<file path="src/source/spdif_defines.svh">
/*
 * Shared widths, FIFO sizing, bit-depth codes, preamble patterns and frame counts.
 */
`ifndef SPDIF_DEFINES_SVH
`define SPDIF_DEFINES_SVH

// Audio byte width and FIFO sizing.
`define SPDIF_BYTE_W         8
`define SPDIF_FIFO_DEPTH     16
`define SPDIF_FIFO_AFULL     12

// Legal bit_depth_i codes; any other code is handled as 24-bit.
`define SPDIF_DEPTH_16       2'b00
`define SPDIF_DEPTH_24       2'b01

// Preambles, sent MSB first, for a line that is high before them.
// With the line low the complement goes out instead.
`define SPDIF_PREAMBLE_B     8'b00010111
`define SPDIF_PREAMBLE_M     8'b00011101
`define SPDIF_PREAMBLE_W     8'b00011011

// Half-bit cells per sub-frame and sub-frames per block.
`define SPDIF_SUBFRAME_CELLS  64
`define SPDIF_BLOCK_SUBFRAMES 384

`endif

</file>
<file path="src/source/spdif_pkg.sv">
/*
 * Sub-frame word type shared by the assembler, the encoder and the top level.
 */
package spdif_pkg;

    // ========================================
    // Sub-frame word
    // ========================================
    // The assembler fills the named fields.
    // The serializer walks the same word bit by bit.
    typedef union packed {
        logic [31:0] raw;
        struct packed {
            logic [23:0] audio;           // Sample LSB sits at word bit 8.
            logic        validity;
            logic        user;
            logic        channel_status;
            logic        parity;          // Even parity over bits 4 to 31.
            logic [3:0]  pad;             // Preamble slot, always zero.
        } fields;
    } subframe_word_u;

endpackage

</file>
<file path="src/source/bmc_encoder.sv">
/*
 * Biphase-mark sub-frame serializer: preamble choice, block count, stream start and stop.
 */
`timescale 1ns/1ps
`include "spdif_defines.svh"

module bmc_encoder (
    input  logic                       byte_clk_i,
    input  logic                       reset_i,
    input  spdif_pkg::subframe_word_u  word_i,
    input  logic                       word_valid_i,
    output logic                       word_take_o,
    output logic                       streaming_o,
    output logic                       spdif_o
);

    import spdif_pkg::*;

    // FSM states.
    localparam logic [1:0] ST_IDLE     = 2'd0;
    localparam logic [1:0] ST_PREAMBLE = 2'd1;
    localparam logic [1:0] ST_AUDIO    = 2'd2;
    localparam logic [1:0] ST_CONTROL  = 2'd3;

    // Last cell of each region: 8 preamble, 48 audio, 8 control cells.
    localparam logic [5:0] PRE_LAST   = 6'd7;
    localparam logic [5:0] AUDIO_LAST = 6'd55;
    localparam logic [5:0] CELL_LAST  = 6'(`SPDIF_SUBFRAME_CELLS - 1);
    localparam logic [8:0] BLOCK_LAST = 9'(`SPDIF_BLOCK_SUBFRAMES - 1);

    subframe_word_u tx_word;
    logic [1:0]     state;
    logic [5:0]     cell_cnt;
    logic [5:0]     next_cell;
    logic [8:0]     sub_cnt;
    logic           first_chan;
    logic [7:0]     preamble;
    logic [7:0]     pattern;
    logic [4:0]     bit_sel;
    logic           data_level;

    // Take a word when idle or in the final cell of a sub-frame.
    assign word_take_o = word_valid_i &&
                         ((state == ST_IDLE) ||
                          (state == ST_CONTROL && cell_cnt == CELL_LAST));

    // Preamble for the next sub-frame, high-line version.
    always_comb begin
        if (sub_cnt == BLOCK_LAST) begin
            pattern = `SPDIF_PREAMBLE_B;
        end else if (first_chan) begin
            pattern = `SPDIF_PREAMBLE_M;
        end else begin
            pattern = `SPDIF_PREAMBLE_W;
        end
    end

    // Level of the next data cell.
    always_comb begin
        next_cell = cell_cnt + 6'd1;
        // Control bits run from word bit 7 down to 4, audio from bit 8 up.
        if (&next_cell[5:3]) begin
            bit_sel = {3'b001, ~next_cell[2:1]};
        end else begin
            bit_sel = next_cell[5:1] + 5'd4;
        end
        // First cell of a bit always toggles; second toggles for a 1.
        data_level = next_cell[0] ? (spdif_o ^ tx_word.raw[bit_sel]) : ~spdif_o;
    end

    // ========================================
    // Cell sequencer
    // ========================================
    always_ff @(posedge byte_clk_i or posedge reset_i) begin
        if (reset_i) begin
            state       <= ST_IDLE;
            cell_cnt    <= 6'd0;
            sub_cnt     <= BLOCK_LAST;
            first_chan  <= 1'b0;
            streaming_o <= 1'b0;
            spdif_o     <= 1'b1;
        end else if (word_take_o) begin
            // First preamble cell is always the inverted line.
            spdif_o     <= ~spdif_o;
            cell_cnt    <= 6'd0;
            state       <= ST_PREAMBLE;
            streaming_o <= 1'b1;
            if (sub_cnt == BLOCK_LAST) begin
                sub_cnt    <= 9'd0;
                first_chan <= 1'b0;
            end else begin
                sub_cnt    <= sub_cnt + 9'd1;
                first_chan <= ~first_chan;
            end
        end else begin
            case (state)
                ST_IDLE: begin
                    cell_cnt <= 6'd0;
                end
                ST_PREAMBLE: begin
                    cell_cnt <= next_cell;
                    if (cell_cnt == PRE_LAST) begin
                        spdif_o <= data_level;
                        state   <= ST_AUDIO;
                    end else begin
                        spdif_o <= preamble[~next_cell[2:0]];
                    end
                end
                ST_AUDIO: begin
                    cell_cnt <= next_cell;
                    spdif_o  <= data_level;
                    if (cell_cnt == AUDIO_LAST) begin
                        state <= ST_CONTROL;
                    end
                end
                ST_CONTROL: begin
                    if (cell_cnt == CELL_LAST) begin
                        // Nothing ready. Line holds and the next stream starts with B.
                        state       <= ST_IDLE;
                        streaming_o <= 1'b0;
                        sub_cnt     <= BLOCK_LAST;
                    end else begin
                        cell_cnt <= next_cell;
                        spdif_o  <= data_level;
                    end
                end
            endcase
        end
    end

    // Word and preamble for the sub-frame being sent.
    always_ff @(posedge byte_clk_i) begin
        if (word_take_o) begin
            tx_word  <= word_i;
            preamble <= spdif_o ? pattern : ~pattern;
        end
    end

endmodule

</file>
<file path="src/source/byte_fifo.sv">
/*
 * Synchronous show-ahead byte FIFO with registered empty, full and almost-full flags.
 */
`timescale 1ns/1ps
`include "spdif_defines.svh"

module byte_fifo #(
    parameter int DEPTH = `SPDIF_FIFO_DEPTH
) (
    input  logic                     byte_clk_i,
    input  logic                     reset_i,
    input  logic                     wr_en_i,
    input  logic [`SPDIF_BYTE_W-1:0] wr_data_i,
    input  logic                     rd_en_i,
    output logic [`SPDIF_BYTE_W-1:0] rd_data_o,
    output logic                     rd_empty_o,
    output logic                     wr_full_o,
    output logic                     wr_afull_o
);

    localparam int AW = $clog2(DEPTH);
    localparam int CW = $clog2(DEPTH + 1);

    logic [`SPDIF_BYTE_W-1:0] mem [DEPTH];
    logic [AW-1:0] wr_ptr;
    logic [AW-1:0] rd_ptr;
    logic [CW-1:0] count;
    logic [CW-1:0] count_next;
    logic          do_wr;
    logic          do_rd;

    // Writes into a full FIFO are dropped.
    assign do_wr = wr_en_i && !wr_full_o;
    assign do_rd = rd_en_i && !rd_empty_o;

    // Head of the queue is always visible.
    assign rd_data_o = mem[rd_ptr];

    // Occupancy after this edge.
    always_comb begin
        count_next = count;
        if (do_wr && !do_rd) begin
            count_next = count + CW'(1);
        end else if (do_rd && !do_wr) begin
            count_next = count - CW'(1);
        end
    end

    // ========================================
    // Pointers, count and flags
    // ========================================
    always_ff @(posedge byte_clk_i or posedge reset_i) begin
        if (reset_i) begin
            wr_ptr     <= '0;
            rd_ptr     <= '0;
            count      <= '0;
            rd_empty_o <= 1'b1;
            wr_full_o  <= 1'b0;
            wr_afull_o <= 1'b0;
        end else begin
            if (do_wr) begin
                wr_ptr <= (wr_ptr == AW'(DEPTH - 1)) ? '0 : wr_ptr + AW'(1);
            end
            if (do_rd) begin
                rd_ptr <= (rd_ptr == AW'(DEPTH - 1)) ? '0 : rd_ptr + AW'(1);
            end
            count      <= count_next;
            // Flags track the new count so they agree with it every cycle.
            rd_empty_o <= (count_next == '0);
            wr_full_o  <= (count_next == CW'(DEPTH));
            wr_afull_o <= (count_next >= CW'(`SPDIF_FIFO_AFULL));
        end
    end

    // Storage array.
    always_ff @(posedge byte_clk_i) begin
        if (do_wr) begin
            mem[wr_ptr] <= wr_data_i;
        end
    end

endmodule

</file>
<file path="src/source/sample_assembler.sv">
/*
 * Sample assembler: packs FIFO bytes into sub-frame words with even parity.
 * Holds one word under assembly and one finished word for the encoder.
 */
`timescale 1ns/1ps
`include "spdif_defines.svh"

module sample_assembler (
    input  logic                       byte_clk_i,
    input  logic                       reset_i,
    input  logic [1:0]                 bit_depth_i,
    input  logic [`SPDIF_BYTE_W-1:0]   rd_data_i,
    input  logic                       rd_empty_i,
    input  logic                       word_take_i,
    output logic                       rd_en_o,
    output spdif_pkg::subframe_word_u  word_o,
    output logic                       word_valid_o
);

    import spdif_pkg::*;

    subframe_word_u asm_word;
    logic [1:0]     byte_idx;
    logic [1:0]     last_idx;
    logic           asm_done;
    logic           out_free;
    logic           move_out;

    // Index of the final byte of a sample.
    always_comb begin
        case (bit_depth_i)
            `SPDIF_DEPTH_16: last_idx = 2'd1;
            `SPDIF_DEPTH_24: last_idx = 2'd2;
            default:         last_idx = 2'd2;
        endcase
    end

    // Pop while bytes wait and the slot is not holding a finished word.
    assign rd_en_o  = !rd_empty_i && !asm_done;

    // Output register can accept when empty or emptied on this edge.
    assign out_free = !word_valid_o || word_take_i;
    assign move_out = asm_done && out_free;

    // ========================================
    // Control state
    // ========================================
    always_ff @(posedge byte_clk_i or posedge reset_i) begin
        if (reset_i) begin
            byte_idx     <= 2'd0;
            asm_done     <= 1'b0;
            word_valid_o <= 1'b0;
        end else begin
            if (rd_en_o) begin
                if (byte_idx == last_idx) begin
                    byte_idx <= 2'd0;
                    asm_done <= 1'b1;
                end else begin
                    byte_idx <= byte_idx + 2'd1;
                end
            end else if (move_out) begin
                asm_done <= 1'b0;
            end
            // A newly finished word wins over a take on the same edge.
            if (move_out) begin
                word_valid_o <= 1'b1;
            end else if (word_take_i) begin
                word_valid_o <= 1'b0;
            end
        end
    end

    // ========================================
    // Word packing
    // ========================================
    always_ff @(posedge byte_clk_i) begin
        if (rd_en_o) begin
            if (byte_idx == 2'd0) begin
                // First byte clears the rest of the word.
                asm_word.fields.audio          <= {16'h0000, rd_data_i};
                asm_word.fields.validity       <= 1'b0;
                asm_word.fields.user           <= 1'b0;
                asm_word.fields.channel_status <= 1'b0;
                asm_word.fields.parity         <= ^rd_data_i;
                asm_word.fields.pad            <= 4'h0;
            end else begin
                asm_word.fields.audio[{byte_idx, 3'b000} +: `SPDIF_BYTE_W] <= rd_data_i;
                // Running XOR; V, U and C are zero so this is the whole parity.
                asm_word.fields.parity <= asm_word.fields.parity ^ (^rd_data_i);
            end
        end
        if (move_out) begin
            word_o <= asm_word;
        end
    end

endmodule

</file>
<file path="src/source/spdif_tx_top.sv">
/*
 * S/PDIF transmitter top level: byte FIFO, sample assembler and biphase-mark encoder.
 */
`timescale 1ns/1ps
`include "spdif_defines.svh"

module spdif_tx_top (
    input  logic                     byte_clk_i,
    input  logic                     reset_i,
    input  logic [1:0]               bit_depth_i,
    input  logic                     wr_en_i,
    input  logic [`SPDIF_BYTE_W-1:0] wr_data_i,
    output logic                     wr_full_o,
    output logic                     wr_afull_o,
    output logic                     streaming_o,
    output logic                     spdif_o
);

    import spdif_pkg::*;

    logic [`SPDIF_BYTE_W-1:0] rd_data;
    logic                     rd_empty;
    logic                     rd_en;
    subframe_word_u           word;
    logic                     word_valid;
    logic                     word_take;

    // ========================================
    // Byte FIFO
    // ========================================
    byte_fifo #(
        .DEPTH (`SPDIF_FIFO_DEPTH)
    ) i_fifo (
        .byte_clk_i (byte_clk_i),
        .reset_i    (reset_i),
        .wr_en_i    (wr_en_i),
        .wr_data_i  (wr_data_i),
        .rd_en_i    (rd_en),
        .rd_data_o  (rd_data),
        .rd_empty_o (rd_empty),
        .wr_full_o  (wr_full_o),
        .wr_afull_o (wr_afull_o)
    );

    // Packs bytes into sub-frame words.
    sample_assembler i_assembler (
        .byte_clk_i   (byte_clk_i),
        .reset_i      (reset_i),
        .bit_depth_i  (bit_depth_i),
        .rd_data_i    (rd_data),
        .rd_empty_i   (rd_empty),
        .word_take_i  (word_take),
        .rd_en_o      (rd_en),
        .word_o       (word),
        .word_valid_o (word_valid)
    );

    // Serializes words onto the line.
    bmc_encoder i_encoder (
        .byte_clk_i   (byte_clk_i),
        .reset_i      (reset_i),
        .word_i       (word),
        .word_valid_i (word_valid),
        .word_take_o  (word_take),
        .streaming_o  (streaming_o),
        .spdif_o      (spdif_o)
    );

endmodule

</file>
<file path="config.mk">
export PLATFORM = sky130hd
export DESIGN_NAME = spdif_tx_top
export DESIGN_NICKNAME = d
export VERILOG_FILES = /design/src/source/spdif_pkg.sv /design/src/source/bmc_encoder.sv /design/src/source/byte_fifo.sv /design/src/source/sample_assembler.sv /design/src/source/spdif_tx_top.sv
export VERILOG_INCLUDE_DIRS = /design/src /design/src/source
export SDC_FILE = /design/constraint.sdc
export NUM_CORES = 1
export LEC_CHECK = 0
export ABC_AREA = 1
export BUFFER_PORTS_ARGS = -buffer_cell sky130_fd_sc_hd__buf_4
export CORE_MARGIN = 8
export CORE_UTILIZATION = 62
export CTS_BUF_LIST = sky130_fd_sc_hd__clkbuf_4 sky130_fd_sc_hd__clkbuf_8
export CTS_CLUSTER_DIAMETER = 80
export DETAILED_ROUTE_END_ITERATION = 10
export GPL_TIMING_DRIVEN = 0
export HOLD_SLACK_MARGIN = 0.02
export PLACE_DENSITY = 0.79
export SLEW_MARGIN = 30
export SYNTH_ARGS = -nofsm -noshare
export SYNTH_HDL_FRONTEND = slang
export SYNTH_SLANG_ARGS = --single-unit
</file>
<file path="constraint.sdc">
create_clock -name byte_clk_i -period 4.8 [get_ports byte_clk_i]
set_input_delay 0 -clock byte_clk_i [delete_from_list [all_inputs] [get_ports byte_clk_i]]
set_output_delay 0 -clock byte_clk_i [all_outputs]
set_load 0.02 [all_outputs]
</file>
==> metrics.yaml <==
run_status:
  status: "finished, final reports clean"
die:
  chipWidth_um: 147.2
  io_pins: 17
  row_count: 48
  start_util: 0.6259
  coreArea_um2: 17060
  die-height_um: 147.2
  dieArea_um2: 21670
synthesis:
  synth_cell_types: 39
  synth-main-ff-cell: "edfxtp_1"
  synth_nets: 983
  synth_edf_count: 209
  yosys_warnings: 0
  synth-adder-area-share: 0.01758
  async_flop_share: 0.1606
  synth_compound_area_frac: 0.07818
  synth_top_family_by_area: "simple AND/OR/NAND/NOR gates"
  synth.avg_cell_area_um2: 11.18
  synth.mux.area_fraction: 0
  yosys.area_share.simple: 0.1588
  synth-seq-area-share: 0.6828
  synth.cell_area_um2: 10680
  ys_seq_elements: 249
  synth-xor-area-share: 0.01149
  synthCells: 955
global_route:
  overflow: 0
  grt_first_pass_wirelength_mm: 34.16
  antenna_found_initial: 0
  grt_use_total: 0.1976
  grt_max_degree: 37
  grt_pass1_vias: 7009
cts:
  htree_levels: 2
  ctsHoldBuffers: 12
  root_buffer: "clkbuf_8"
  tritoncts: "done"
  clk_pin_slew_ns: 0.06
  cts_buffer_depth: 3
  post_cts_buffers: 0
  numCtsBuffers: 39
  insertion_delay_ns: 0.52
  cts.sink_count: 249
  post_cts_resized: 0
sta:
  slew_viol_final: 0
  setup_viol: 0
  fin_crit_sh: 0.6453
  max_freq_mhz: 322.9
  layout_setup_ws_ns: 1.703
  grt_setup_unrepaired: "no"
  hold_viol_final: 0
  max_slew_margin: 0.3369
  whs_ns: 0.03945
  worst_clock_skew_ns: 0.02830
  fin_crit_ns: 3.097
  tightest_slew_ns: 0.9911
  tns_ns: 0
critical_path:
  timing.rr.start: "i_encoder.cell_cnt[1]"
  crit_slowest_cell: "dfrtp_1"
  crit_required_ns: 5.24
  cp_slowest_stage_delay_ns: 0.41
  r2r_slack_ns: 1.70
  start_kind: "register"
  path_common_cell: "nand2_1"
  critical_path_arrival_ns: 3.54
  path_max_fanout: 10
  crit_path_cell_trace: "ha_1 -> nand2_2 -> nor2_1 -> xor2_1 -> inv_1 -> ha_1 -> ha_1 -> inv_1 -> nand2_1 -> nand2_1 -> buf_4 -> nand2_1 -> nand2_1 -> nand2_1 -> nand3_1 -> nand3_1 -> a21oi_1 -> nand2_1 -> nand2_1 -> nand2_1 -> nand2_1 -> nand2_1 -> a21oi_1"
  r2r_end: "i_encoder.spdif_o"
  worstRegToRegCells: 23
  criticalPathCategory: "reg2reg"
  critPathCaptureType: "register"
place:
  port_buffers: 16
  dp_cells: 1197
  gp_congestion: 0.8470
  hpwl_mm: 14.06
  place_area_um2: 11110
  pre_cts_ws_ns: 1.724
detailed_routing:
  wire_per_inst_um: 16.56
  drc: 0
  initialDrtViolationCount: 458
  vias: 7020
  vias_per_cell: 5.489
  dr.pass1.iters: 5
  wl_mm: 21.19
  drtAntennaViolNets: 0
power_and_ir_drop:
  clkPwrFrac: 0.267
  p_sw_frac: 0.3526
  sequentialPowerShare: 0.416
  p_leak_uw: 0.004694
  combPwrFrac: 0.317
  power.internal_uw: 4311
  p_switching_uw: 2349
  peakVddDrop_mv: 0.4592
  p_per_area_nw_per_um2: 552.7
final_layout:
  fin_cells: 1279
  fill_cells: 1175
  drive_above_1_share: 0.1385
  fin_area_um2: 12050
  area_growth_pct: 12.87
  nets: 1054
  diodes: 0
hold_path:
  hold_class: "in2async"
flow_run:
  max_cap_violations: 0
## area by class of cell
class                           count  area (um^2)  share of cell area
Sequential cell                   249         7289              0.6050
Multi-Input combinational cell    586         2850              0.2366
Clock buffer                       57        715.7             0.05940
Inverter                           90        337.8             0.02804
Timing Repair Buffer               30        287.8             0.02388
Tap cell                          225        281.5             0.02336
Buffer                             30        209.0             0.01734
Clock inverter                     12        77.57            0.006438
## worst max-delay path: cells and delay by family (launching register included)
| kind | cells | cell delay, ns |
|---|---|---|
| xor+xnor | 1 | 0.21 |
| buf+inv | 3 | 0.39 |
| simple gates | 14 | 1.10 |
| fa+ha+maj | 3 | 0.64 |
| flops | 1 | 0.41 |
| compound gates | 2 | 0.29 |
## synth_stat cells (all sizes together) (13+ instances only)
cell type  count  area (um^2)
nand2        230        893.4
xor2          13        113.9
dfrtp         30        750.7
a21oi         48        240.2
buf           25        187.7
o21ai         82        410.4
ha            15        187.7
nand3         56        280.3
edfxtp       209         6276
inv           86        322.8
nor2          86        340.3
## cell usage in the layout (no fill, tap or decap), types with 11 or more instances in the layout
master / count
a21oi_1: 48
inv_2: 13
buf_4: 21
nor2_1: 83
inv_1: 73
o21ai_0: 62
dfrtp_1: 30
nand3_1: 56
xor2_1: 13
clkbuf_8: 46
nand2_1: 222
ha_1: 15
edfxtp_1: 209
o21ai_1: 20
buf_2: 12
dlygate4sd3_1: 12
clkbuf_4: 11
## kinds of logic after synthesis
logic type / Yosys count
fa+ha+maj: 15
xor+xnor: 14
compound gates: 156
simple gates: 401
buf+inv: 120
flops: 249
## per-layer routing
| metal | GRT usage | wire, um | part of all wire | up-vias |
|---|---|---|---|---|
| met3 | 0.03568 | 1226 | 0.058 | 63 |
| met2 | 0.3440 | 10820 | 0.51 | 259 |
| li1 | - | - | - | 3437 |
| met5 | 0 | 0 | 0 | - |
| met4 | 0.1020 | 782 | 0.037 | 0 |
| met1 | 0.2301 | 8357 | 0.39 | 3261 |
## state kept, by name (all words and copies together), names as in the netlist, 2 cells and up
register / cells
i_assembler.asm_word: 25
i_assembler.word_o: 25
i_encoder.cell_cnt: 6
i_encoder.preamble: 6
i_encoder.sub_cnt: 9
i_fifo.mem: 128
i_fifo.rd_ptr: 4
i_encoder.state: 2
i_encoder.tx_word: 25
i_fifo.count: 5
i_assembler.byte_idx: 2
i_fifo.wr_ptr: 4
## per-stage QoR
step                      power [uW]  utilization
after floorplan                 4279            -
after global placement          4785       0.6494
after detailed placement        4866       0.6513
after CTS                       6662       0.7048
after global routing            7030       0.7064
final                           6660       0.7064
## worst max-delay path by stage
stage                          start                end  cells past startpoint
5_1_grt        i_encoder.cell_cnt[1]  i_encoder.spdif_o                     23
3_5_place_dp   i_encoder.cell_cnt[1]  i_encoder.spdif_o                     23
4_1_cts        i_encoder.cell_cnt[1]  i_encoder.spdif_o                     23
6_report       i_encoder.cell_cnt[1]  i_encoder.spdif_o                     23
2_1_floorplan  i_encoder.cell_cnt[1]  i_encoder.spdif_o                     23
3_3_place_gp   i_encoder.cell_cnt[1]  i_encoder.spdif_o                     23
## power groups by stage
stage | Sequential, uW | Clock (uW) | Combinational (uW)
2_1_floorplan | 2780 | 0 | 1500
3_3_place_gp | 2800 | 0 | 1980
3_5_place_dp | 2810 | 0 | 2060
4_1_cts | 2770 | 1800 | 2090
5_1_grt | 2790 | 1890 | 2350
6_report | 2770 | 1780 | 2110
No activity file was read; power rests on OpenSTA's default activity.
